### src/snd_bus_pkg.sv
package snd_bus_pkg;

    // bus as seen from the sound CPU, strobes active high
    typedef struct packed {
        logic [15:0] addr;
        logic        mreq;  // memory request
        logic        rd;
        logic        wr;
        logic [7:0]  dout;  // write data from the CPU
    } snd_cpu_bus_t;

    // registered chip selects, one per decoded region
    typedef struct packed {
        logic rom;
        logic ram;
        logic fm;
        logic pcm;
        logic bank;
        logic rate;
        logic latch0;
        logic latch1;
        logic io;     // whole F page
    } snd_cs_t;

    // top nibble of the address
    localparam logic [3:0] RAM_PAGE = 4'hd;
    localparam logic [3:0] IO_PAGE  = 4'hf;

    // banked ROM window 8000-BFFF
    localparam logic [1:0] ROM_BANK_WIN = 2'b10;

    // register offsets inside the I/O page, address bits 3:1
    localparam logic [2:0] OFS_FM     = 3'd0;
    localparam logic [2:0] OFS_PCM    = 3'd1;
    localparam logic [2:0] OFS_BANK   = 3'd2;
    localparam logic [2:0] OFS_RATE   = 3'd3;
    localparam logic [2:0] OFS_LATCH0 = 3'd4;
    localparam logic [2:0] OFS_LATCH1 = 3'd5;

    localparam logic [7:0] RD_IDLE = 8'hff;  // unmapped read value

endpackage

### src/snd_rd_mux.sv
`timescale 1ns/1ps

module snd_rd_mux (
    input  logic                 clk,
    input  logic                 rst,
    input  snd_bus_pkg::snd_cs_t cs,
    input  logic [7:0]           latch0,
    input  logic [7:0]           latch1,
    input  logic [7:0]           fm_dout,
    input  logic [7:0]           pcm_dout,
    input  logic [7:0]           ram_q,
    input  logic [7:0]           rom_data,
    input  logic                 rom_ok,
    output logic [7:0]           din,
    output logic                 rom_ready
);

    logic [7:0] cmd_latch, dev_latch, mem_latch;  // stage 1 data
    logic       cmd_hit, dev_hit, mem_hit;        // stage 1 flags
    logic       rom_ok_d;
    logic       no_sel;

    // stage 1 data, pairs narrowed to one byte each
    always_ff @(posedge clk) begin
        cmd_latch <= cs.latch0 ? latch0 : latch1;
        dev_latch <= cs.fm ? fm_dout : pcm_dout;
        mem_latch <= cs.ram ? ram_q : rom_data;
    end

    // stage 1 flags, stage 2 priority pick
    always_ff @(posedge clk or posedge rst) begin
        if (rst) begin
            cmd_hit  <= 1'b0;
            dev_hit  <= 1'b0;
            mem_hit  <= 1'b0;
            rom_ok_d <= 1'b0;
            din      <= snd_bus_pkg::RD_IDLE;
        end else begin
            cmd_hit  <= cs.latch0 | cs.latch1;
            dev_hit  <= cs.fm | cs.pcm;
            mem_hit  <= cs.ram | cs.rom;
            rom_ok_d <= rom_ok;
            if (dev_hit)
                din <= dev_latch;
            else if (cmd_hit)
                din <= cmd_latch;
            else if (mem_hit)
                din <= mem_latch;
            else
                din <= snd_bus_pkg::RD_IDLE;
        end
    end

    // ok held for two clocks, so the SDRAM data has settled
    assign rom_ready = rom_ok & rom_ok_d;

    assign no_sel = !(cs.latch0 | cs.latch1 | cs.fm | cs.pcm | cs.ram | cs.rom);

    // nothing selected two clocks back reads as idle
    a_idle_read: assert property (
        @(posedge clk) disable iff (rst) $past(no_sel, 2) |-> din == snd_bus_pkg::RD_IDLE
    ) else $error("snd_rd_mux: unmapped read did not return idle value");

endmodule

### config.mk
export PLATFORM = sky130hd
export DESIGN_NAME = snd_rd_mux
export DESIGN_NICKNAME = d
export VERILOG_FILES = /design/src/snd_bus_pkg.sv /design/src/snd_rd_mux.sv
export SDC_FILE = /design/constraint.sdc
export NUM_CORES = 1
export LEC_CHECK = 0
export ABC_AREA = 1
export ABC_CLOCK_PERIOD_IN_PS = 990
export BUFFER_PORTS_ARGS = -buffer_cell sky130_fd_sc_hd__buf_4
export CAP_MARGIN = 5
export CORE_ASPECT_RATIO = 1.2
export CORE_MARGIN = 5
export CORE_UTILIZATION = 30
export CTS_CLUSTER_DIAMETER = 100
export DETAILED_ROUTE_END_ITERATION = 7
export GPL_ROUTABILITY_DRIVEN = 0
export RECOVER_POWER = 50
export REMOVE_ABC_BUFFERS = 1
export SYNTH_ARGS = -nofsm -noshare
export SYNTH_HDL_FRONTEND = slang
export SYNTH_SLANG_ARGS = --single-unit
### constraint.sdc
create_clock -name clk -period 0.99 [get_ports clk]
set_clock_uncertainty 0.15 [all_clocks]
set_input_delay 0.198 -clock clk [delete_from_list [all_inputs] [get_ports clk]]
set_output_delay 0.198 -clock clk [all_outputs]
set_load 0.03 [all_outputs]
# Word level (Yosys, flattened, before mapping)
# Index checks and enable logic that the tools add are counted.
totals:
  wordCells: 18
  ff_bits: 36
  output_inout_bits: 9
  input_bits: 60
op_classes:
  bitwise_logic: 4
  mux: 6
ops:
  columns: ["cell", "n"]
  rows:
  - ["2-to-1 mux 8 bit", 6]
  - ["OR 1 bit", 3]
  - ["AND 1 bit", 1]

# Logic depth before layout (Yosys ltp)
# Gate-level depths: netlist (run 1).
logic_depth:
  ltp_word: 3
  depth_mapped: 5
  ltp_nobuf: 5

# Worst setup path before layout (run 1)
# No wires, ideal clock.
synth_path:
  path_type: "flip-flop to flip-flop"
  start: "register cmd_hit"
  end: "register din[0]"
  setup_ns: 0.075
  t_required_ns: 0.765
  t_arrival_ns: 0.769
  period_less_slack_ns: 0.995
  path_stages_with_launch: 6
  path_buffers: 1
  slack_ns: -0.005
  cell_sequence: "dfrtp_1 buf_6 nor2_8 nand2_1 nand2_1 nand2_1"
synth_between:
  elab_chain_len: 2
synth_rtl:
  columns: ["item", "line", "source"]
  rows:
  - ["start, declared", "snd_rd_mux.sv:19", "logic cmd_hit, dev_hit, mem_hit;"]
  - ["start signal, assigned", "snd_rd_mux.sv:39", "cmd_hit <= cs.latch0 | cs.latch1;"]
  - ["2-to-1 mux 8 bit", "snd_rd_mux.sv:45", "else if (cmd_hit)"]
  - ["2-to-1 mux 8 bit", "snd_rd_mux.sv:43", "if (dev_hit)"]
  - ["end signal, assigned", "snd_rd_mux.sv:44", "din <= dev_latch;"]
  - ["end signal, assigned", "snd_rd_mux.sv:46", "din <= cmd_latch;"]
  - ["end signal, assigned", "snd_rd_mux.sv:48", "din <= mem_latch;"]
  - ["end, declared", "snd_rd_mux.sv:14", "output logic [7:0] din,"]
# No other way between the ends.

# Final worst setup path (run 1)
layout_path:
  start: "register din[4]"
  end: "output din[4]"
layout_rtl:
  columns: ["item", "line", "source"]
  rows:
  - ["start signal, assigned", "snd_rd_mux.sv:37", "din <= snd_bus_pkg::RD_IDLE;"]
  - ["start signal, assigned", "snd_rd_mux.sv:44", null]
  - ["start signal, assigned", "snd_rd_mux.sv:46", null]
# No word-level cell between the ends.

==> results of run 1 <==
[area by class of cell]
| type | count | area (µm²) |
|---|---|---|
| clock buffer | 8 | 80.1 |
| multi-input combinational | 117 | 504 |
| tap | 58 | 72.6 |
| inverter | 22 | 82.6 |
| timing repair buffer | 124 | 1100 |
| fill | 444 | 1960 |
| sequential | 36 | 793 |
[metrics by stage]
stage               setup slack, ps  hold slack, ps  util (%)  TNS (ps)  cells
finish                         -296           -47.1      57.4     -3370    365
floorplan                     -58.9           -93.0         -      -470    175
detailed placement             -163            49.3      42.5     -1260    303
global placement               -131            55.1      42.5     -1050    303
global route                   -332           -50.1      57.4     -4270    365
CTS                            -315           -57.1      56.9     -3350    365
[power by group]
group	switching (W)	internal (W)	total [W]
Combinational	0.000314	0.000436	0.000749
Clock	0.000449	0.000499	0.000947
Sequential	0.0000475	0.00160	0.00165
[layout by cell type, fill, tap and decap left out]
master / instances
dfxtp_1: 24
buf_12: 1
buf_6: 9
clkbuf_4: 4
clkbuf_2: 1
a21oi_2: 3
or2_2: 3
dlymetal6s4s_1: 6
clkbuf_8: 5
nor2_8: 1
a21oi_1: 5
dlygate4sd3_1: 45
nand2_2: 8
dfstp_2: 8
dfrtp_2: 2
nand2_1: 97
inv_1: 22
buf_2: 1
dfrtp_1: 2
buf_4: 54
clkbuf_1: 6
[how the worst max path moves through the flow]
stage | startpoint | to | slack (ps) | cells past startpoint
global placement | cmd_hit$_DFF_PP0_ | din[1]$_DFF_PP1_ | -130 | 4
CTS | din[5]$_DFF_PP1_ | din[5] | -320 | 1
finish | din[4]$_DFF_PP1_ | din[4] | -300 | 1
floorplan | cmd_hit$_DFF_PP0_ | din[0]$_DFF_PP1_ | -60 | 4
global route | din[0]$_DFF_PP1_ | din[0] | -330 | 1
detailed placement | cmd_hit$_DFF_PP0_ | din[3]$_DFF_PP1_ | -160 | 4
[synthesized netlist by cell type]
cell / number
a21oi_1: 6
a21oi_2: 2
buf_6: 5
buf_8: 1
dfrtp_1: 4
dfstp_2: 8
dfxtp_1: 24
inv_1: 22
nand2_1: 105
nor2_8: 1
or2_2: 3
[state kept, by name (all words and copies together) (netlist names)]
| register | flops |
|---|---|
| mem_hit | 1 |
| cmd_hit | 1 |
| dev_hit | 1 |
| mem_latch | 8 |
| din | 8 |
| cmd_latch | 8 |
| rom_ok_d | 1 |
| dev_latch | 8 |
[metal layers]
| layer | GRT usage [%] | vias to the layer above | wire length [µm] |
|---|---|---|---|
| li1 | - | 774 | - |
| met1 | 13.9 | 645 | 1460 |
| met2 | 26.2 | 45 | 2350 |
| met3 | 2.93 | 16 | 178 |
| met4 | 9.90 | 0 | 168 |
| met5 | 0 | - | 0 |
[repair_timing]
item | 4_1_cts | 5_1_grt
buffers inserted | 3 | 0
pin swaps | 6 | 11
endpoints found under the hold margin | 40 | 3
setup endpoints to repair | 17 | 24
cloned | 0 | 0
gates resized for setup | 13 | 13
[logic make-up (layout without fill, tap and decap cells)]
kind of cell / Yosys count / in the layout / share of synthesized area [%]
AND/OR/NAND/NOR: 109 / 109 / 30.4
flip-flops: 36 / 36 / 55.5
buffers and inverters: 28 / 154 / 10.8
AO/OA/AOI/OAI: 8 / 8 / 3.34
==> results.sh, run 1 <==
export IMPL_fin_nets=366
export IMPL_tightest_slew_ps=356
export IMPL_rsz0062_at_grt="yes"
export IMPL_layout_worst_path_cycle_share_pct=130
export IMPL_clk_pin_slew_worst_paths_ps=60
export IMPL_hp_class="in -> reg"
export IMPL_status="complete, but fails checks"
export IMPL_holdWs_ps=-47.1
export IMPL_syn_cell_area_um2=1430
export IMPL_worstPathArrival_ps=940
export IMPL_crit_path_top_delay_cell="dfstp_2"
export IMPL_syn_avg_cell_area_um2=7.87
export IMPL_holdBufCountCts=51
export IMPL_hold_path_startpoint="cs[5]"
export IMPL_relSlewSlack_pct=76.3
export IMPL_cap_violations=0
export IMPL_track_usage_pct=14.3
export IMPL_avgViaCountPerCell=4.05
export IMPL_diodes=0
export IMPL_via_count=1480
export IMPL_synth_cell_type_count=11
export IMPL_drc_errors=0
export IMPL_hold_depth=2
export IMPL_leakagePower_nw=1.42
export IMPL_finalCriticalPeriod_ps=1290
export IMPL_grt_pass1_vias=1529
export IMPL_ys_warn_count=0
export IMPL_place_area_um2=1950
export IMPL_synth_area_top_cells="dfxtp_1 34%, nand2_1 28%, dfstp_2 15%"
export IMPL_wl_um=4150
export IMPL_required_ps=640
export IMPL_detail_route_wl_per_cell_um=11.4
export IMPL_crit_fanout=1
export IMPL_io_pins=69
export IMPL_dieArea_um2=6230
export IMPL_cts_tree="done"
export IMPL_p_total_w=0.00335
export IMPL_setup_ws_ps=-296
export IMPL_power_density_nw_per_um2=1270
export IMPL_fmax_mhz=777
export IMPL_synth_top_area_share_pct=33.7
export IMPL_grt_max_degree=13
export IMPL_die_h_um=85.5
export IMPL_grt_pass1_wl_um=6770
export IMPL_final_max_slew_violation_count=0
export IMPL_grt_overflow=0
export IMPL_finalHoldViolations=3
export IMPL_regToRegSetupSlack_ps=-130
export IMPL_port_buffers=65
export IMPL_crit_path_max_incr_delay_ps=530
export IMPL_startpoint_type="flop"
export IMPL_htreeDepth=2
export IMPL_rr_endpoint="din[7]$_DFF_PP1_"
export IMPL_start_util_pct=31.0
export IMPL_drt_pass1_iterations=4
export IMPL_cts_root_buf="clkbuf_8"
export IMPL_peakVddDrop_uv=655
export IMPL_yosysTopAreaCell="dfxtp_1"
export IMPL_dpl_hpwl_um=2510
export IMPL_ys_seq_area_share_pct=55.5
export IMPL_ys_ff_latch=36
export IMPL_stdcell_area_um2=2640
export IMPL_areaGrowthSynthToFinish_pct=85.0
export IMPL_antenna_found_initial=0
export IMPL_worstSkewPairLatency_ps=280
export IMPL_ant_nets=0
export IMPL_regToRegStartpoint="cmd_hit$_DFF_PP0_"
export IMPL_path_cells="buf_6"
export IMPL_setup_violations=18
export IMPL_drive_gt1_share_pct=32.6
export IMPL_core_um2=4590
export IMPL_clock_path_buffers=2
export IMPL_whs_endpoint="dev_hit$_DFF_PP0_"
export IMPL_crit_family="flip-flops"
export IMPL_rows=27
export IMPL_drtIter0Drc=44
export IMPL_cts_made_buffers=5
export IMPL_clkSinkCount=36
export IMPL_violations="negative hold slack, negative setup slack"
export IMPL_syn_inst=181
export IMPL_criticalPathCategory="reg -> out"
export IMPL_rr_worst_depth=5
export IMPL_die_w_um=72.9
export IMPL_cp_end_kind="output port"
export IMPL_worst_path_buf_inv=1
Power figures use the tool's default switching activity.
==> run 2, diff against run 1 <==
--- a/config.mk
+++ b/config.mk
@@ -6,7 +6,7 @@
 export NUM_CORES = 1
 export LEC_CHECK = 0
 export ABC_AREA = 1
-export ABC_CLOCK_PERIOD_IN_PS = 990
+export ABC_CLOCK_PERIOD_IN_PS = 1600
 export BUFFER_PORTS_ARGS = -buffer_cell sky130_fd_sc_hd__buf_4
 export CAP_MARGIN = 5
 export CORE_ASPECT_RATIO = 1.2
==> constraint.sdc (replaced) <==
create_clock -name clk -period 1.6 [get_ports clk]
set_clock_uncertainty 0.15 [all_clocks]
set_input_delay 0.32 -clock clk [delete_from_list [all_inputs] [get_ports clk]]
set_output_delay 0.32 -clock clk [all_outputs]
set_load 0.03 [all_outputs]
==> results.sh, run 2 (synthesis results as in run 1) <==
export IMPL_drive_gt1_share_pct=32.8
export IMPL_io_pins=69
export IMPL_areaGrowthSynthToFinish_pct=41.3
export IMPL_core_um2=4590
export IMPL_rsz0062_at_grt="no"
export IMPL_drtIter0Drc=76
export IMPL_finalHoldViolations=0
export IMPL_required_ps=1130
export IMPL_track_usage_pct=10.6
export IMPL_crit_family="flip-flops"
export IMPL_worstPathArrival_ps=940
export IMPL_clkSinkCount=36
export IMPL_drc_errors=0
export IMPL_clock_path_buffers=2
export IMPL_antenna_found_initial=0
export IMPL_hold_depth=3
export IMPL_wl_um=3120
export IMPL_dp_slack_ps=425
export IMPL_cp_end_kind="output port"
export IMPL_port_buffers=65
export IMPL_grt_pass1_vias=1137
export IMPL_detail_route_wl_per_cell_um=10.1
export IMPL_clk_pin_slew_worst_paths_ps=60
export IMPL_crit_path_top_delay_cell="dfstp_2"
export IMPL_diodes=0
export IMPL_leakagePower_nw=1.12
export IMPL_path_depth=1
export IMPL_worst_path_buf_inv=1
export IMPL_crit_path_max_incr_delay_ps=520
export IMPL_criticalPathCategory="reg -> out"
export IMPL_grt_pass1_wl_um=4990
export IMPL_final_max_slew_violation_count=0
export IMPL_hp_class="in -> reg"
export IMPL_cts_tree="done"
export IMPL_grt_max_degree=17
export IMPL_avgViaCountPerCell=3.98
export IMPL_relSlewSlack_pct=63.9
export IMPL_start_util_pct=31.0
export IMPL_die_w_um=72.9
export IMPL_die_h_um=85.5
export IMPL_grt_overflow=0
export IMPL_dieArea_um2=6230
export IMPL_ant_nets=0
export IMPL_tightest_slew_ps=541
export IMPL_cts_setup_buffers=0
export IMPL_htreeDepth=2
export IMPL_status="completed"
export IMPL_peakVddDrop_uv=372
export IMPL_cts_made_buffers=5
export IMPL_p_total_w=0.00196
export IMPL_fin_tns_setup_ps=0
export IMPL_fin_nets=309
export IMPL_finalCriticalPeriod_ps=1410
export IMPL_path_cells="buf_4"
export IMPL_cts_root_buf="clkbuf_8"
export IMPL_cap_violations=0
export IMPL_layout_worst_path_cycle_share_pct=88.1
export IMPL_holdWs_ps=76.7
export IMPL_rr_worst_depth=4
export IMPL_rows=27
export IMPL_power_density_nw_per_um2=973
export IMPL_startpoint_type="flop"
export IMPL_worstSkewPairLatency_ps=270
export IMPL_via_count=1227
export IMPL_dpl_hpwl_um=2500
export IMPL_drt_pass1_iterations=4
export IMPL_setup_ws_ps=190
export IMPL_fmax_mhz=709
export IMPL_crit_fanout=1
export IMPL_final_core_utilization_pct=43.8
export IMPL_setup_violations=0
export IMPL_final_common_cell="nand2_1"
export IMPL_most_common_layout_cells="105 x nand2_1, 61 x buf_4, 24 x dfxtp_1"
[run 2: changes by cell type in the layout (fill, tap and decap cells not counted), sizes merged]
cell	before	now
buf	65	61
clkbuf	16	12
dlygate4sd3	45	2
dlymetal6s4s	6	0
[run 2: report_power, final]
| group | switching (W) | internal, W |
|---|---|---|
| sequential | 0.0000279 | 0.000990 |
| clock | 0.000277 | 0.000350 |
| combinational | 0.000155 | 0.000158 |
[run 2: routing by layer]
layer | track usage, % | routed length [µm] | vias up
li1 | - | - | 659
met5 | 0 | 0 | -
met1 | 10.8 | 1190 | 524
met4 | 5.03 | 48 | 0
met3 | 3.75 | 227 | 6
met2 | 18.8 | 1660 | 38
[run 2: area by class of cell]
cell class / count / area, µm²
fillers: 503 / 2580
flip-flops and latches: 36 / 791
repair buffers: 67 / 497
multi-input cells: 117 / 480
clock buffers: 8 / 90.1
inverters: 22 / 82.6
well taps: 58 / 72.6
[run 2: path summary, 6_finish.rpt]
check                                startpoint                    to  slack [ps]
min                                   latch1[3]  cmd_latch[3]$_DFF_P_          80
max in group asynchronous                   rst      din[5]$_DFF_PP1_         500
min reg2reg                dev_latch[7]$_DFF_P_      din[7]$_DFF_PP1_         240
max                            din[7]$_DFF_PP1_                din[7]         190
max reg2reg                   cmd_hit$_DFF_PP0_      din[3]$_DFF_PP1_         420
min in group asynchronous                   rst    rom_ok_d$_DFF_PP0_         460
[run 2: timing repair]
item	CTS	global route
endpoints found under the hold margin	5	0
hold buffers	2	0
gates resized for setup	0	0
[run 2: per-stage QoR]
stage               cells  area [µm²]
floorplan             175        1350
global placement      298        1910
detailed placement    298        1910
CTS                   308        2020
global route          308        2010
finish                308        2010
==> run 3, diff against run 2 <==
--- a/config.mk
+++ b/config.mk
@@ -16,7 +16,6 @@
 export DETAILED_ROUTE_END_ITERATION = 7
 export GPL_ROUTABILITY_DRIVEN = 0
 export RECOVER_POWER = 50
-export REMOVE_ABC_BUFFERS = 1
 export SYNTH_ARGS = -nofsm -noshare
 export SYNTH_HDL_FRONTEND = slang
 export SYNTH_SLANG_ARGS = --single-unit
==> results.sh, run 3 (synthesis results as in run 1) <==
export IMPL_dieArea_um2=6230
export IMPL_p_total_w=0.00196
export IMPL_final_core_utilization_pct=43.6
export IMPL_avgViaCountPerCell=3.96
export IMPL_path_cells="buf_4"
export IMPL_grt_pass1_vias=1152
export IMPL_setup_ws_ps=190
export IMPL_drc_errors=0
export IMPL_dpl_hpwl_um=2460
export IMPL_start_util_pct=31.0
export IMPL_drt_pass1_iterations=4
export IMPL_finalCriticalPeriod_ps=1410
export IMPL_relSlewSlack_pct=63.4
export IMPL_tightest_slew_ps=549
export IMPL_ant_nets=0
export IMPL_synth_nets=241
export IMPL_rsz0062_at_grt="no"
export IMPL_power_frac_comb_pct=15.8
export IMPL_holdBufCountCts=1
export IMPL_fin_tns_setup_ps=0
export IMPL_dp_slack_ps=407
export IMPL_fin_nets=308
export IMPL_antenna_found_initial=0
export IMPL_drive_gt1_share_pct=32.9
export IMPL_setup_violations=0
export IMPL_die_h_um=85.5
export IMPL_criticalPathCategory="reg -> out"
export IMPL_worstSkewPairLatency_ps=270
export IMPL_track_usage_pct=10.0
export IMPL_cap_violations=0
export IMPL_clock_path_buffers=2
export IMPL_crit_family="flip-flops"
export IMPL_crit_path_top_delay_cell="dfstp_2"
export IMPL_finalHoldViolations=0
export IMPL_power_density_nw_per_um2=977
export IMPL_layout_worst_path_cycle_share_pct=88.1
export IMPL_die_w_um=72.9
export IMPL_detail_route_wl_per_cell_um=10.0
export IMPL_hp_class="in -> reg"
export IMPL_power_switching_share_pct=23.5
export IMPL_status="completed"
export IMPL_final_common_cell="nand2_1"
export IMPL_clock_power_share_pct=32.2
export IMPL_seqPwrFrac_pct=52.0
export IMPL_cp_end_kind="output port"
export IMPL_cts_root_buf="clkbuf_8"
export IMPL_n_fill_cell=501
export IMPL_grt_overflow=0
export IMPL_areaGrowthSynthToFinish_pct=40.6
export IMPL_core_um2=4590
export IMPL_leakagePower_nw=1.11
export IMPL_cts_made_buffers=5
export IMPL_switching_power_w=0.000460
export IMPL_clk_pin_slew_worst_paths_ps=60
export IMPL_rr_worst_depth=4
export IMPL_drtIter0Drc=53
export IMPL_most_common_layout_cells="105 x nand2_1, 61 x buf_4, 24 x dfxtp_1"
export IMPL_rows=27
export IMPL_path_depth=1
export IMPL_htreeDepth=2
export IMPL_cts_setup_buffers=0
export IMPL_peakVddDrop_uv=386
export IMPL_grt_pass1_wl_um=4770
export IMPL_intPower_w=0.00150
export IMPL_wl_um=3080
export IMPL_required_ps=1130
export IMPL_crit_path_max_incr_delay_ps=520
export IMPL_grt_max_degree=17
export IMPL_diodes=0
export IMPL_final_max_slew_violation_count=0
export IMPL_worst_path_buf_inv=1
export IMPL_clkSinkCount=36
export IMPL_worstPathArrival_ps=940
export IMPL_fmax_mhz=709
export IMPL_hold_depth=1
export IMPL_startpoint_type="flop"
export IMPL_crit_fanout=1
export IMPL_via_count=1217
export IMPL_port_buffers=65
export IMPL_cts_tree="done"
export IMPL_cts_resized=0
export IMPL_io_pins=69
-- run 3: changes by cell type in the layout (fill, tap and decap cells not counted), sizes merged --
cell and delta:
dlygate4sd3 -1
-- run 3: power by group through the flow --
| stage | clock network, W | logic, W | registers (W) |
|---|---|---|---|
| floorplan | 0 | 0.000133 | 0.00107 |
| global placement | 0 | 0.000315 | 0.00104 |
| detailed placement | 0 | 0.000317 | 0.00104 |
| CTS | 0.000648 | 0.000320 | 0.00102 |
| global route | 0.000693 | 0.000347 | 0.00103 |
| finish | 0.000630 | 0.000309 | 0.00102 |
-- run 3: worst paths after layout --
kind | from | to | slack (ps)
max in group asynchronous | rst | din[2]$_DFF_PP1_ | 490
worst max register to register | cmd_hit$_DFF_PP0_ | din[7]$_DFF_PP1_ | 390
min in group asynchronous | rst | cmd_hit$_DFF_PP0_ | 470
worst max-delay path | din[5]$_DFF_PP1_ | din[5] | 190
worst min-delay path | rom_ok | rom_ok_d$_DFF_PP0_ | 40
worst min register to register | dev_latch[6]$_DFF_P_ | din[6]$_DFF_PP1_ | 240
-- run 3: area by class of cell --
cell class              count  area [µm²]  share of cell area [%]
multi-input cells         117         480                    24.0
flip-flops and latches     36         791                    39.5
inverters                  22        82.6                    4.12
clock buffers               8        90.1                    4.50
well taps                  58        72.6                    3.62
repair buffers             66         487                    24.3
-- run 3: per-stage QoR --
step,instance area [µm²],cells,hold slack [ps]
after global routing,2000,307,24.8
final,2000,307,36.3
after CTS,2010,307,6.59
after floorplan,1430,181,29.0
after global placement,1910,298,213
after detailed placement,1910,298,222
-- run 3: per-layer routing --
layer  track usage, %  wire length (µm)  vias up
met5                0                 0        -
met4             5.03                44        0
met3             2.58               182        5
met2             17.2              1570       37
met1             11.3              1290      516
li1                 -                 -      659
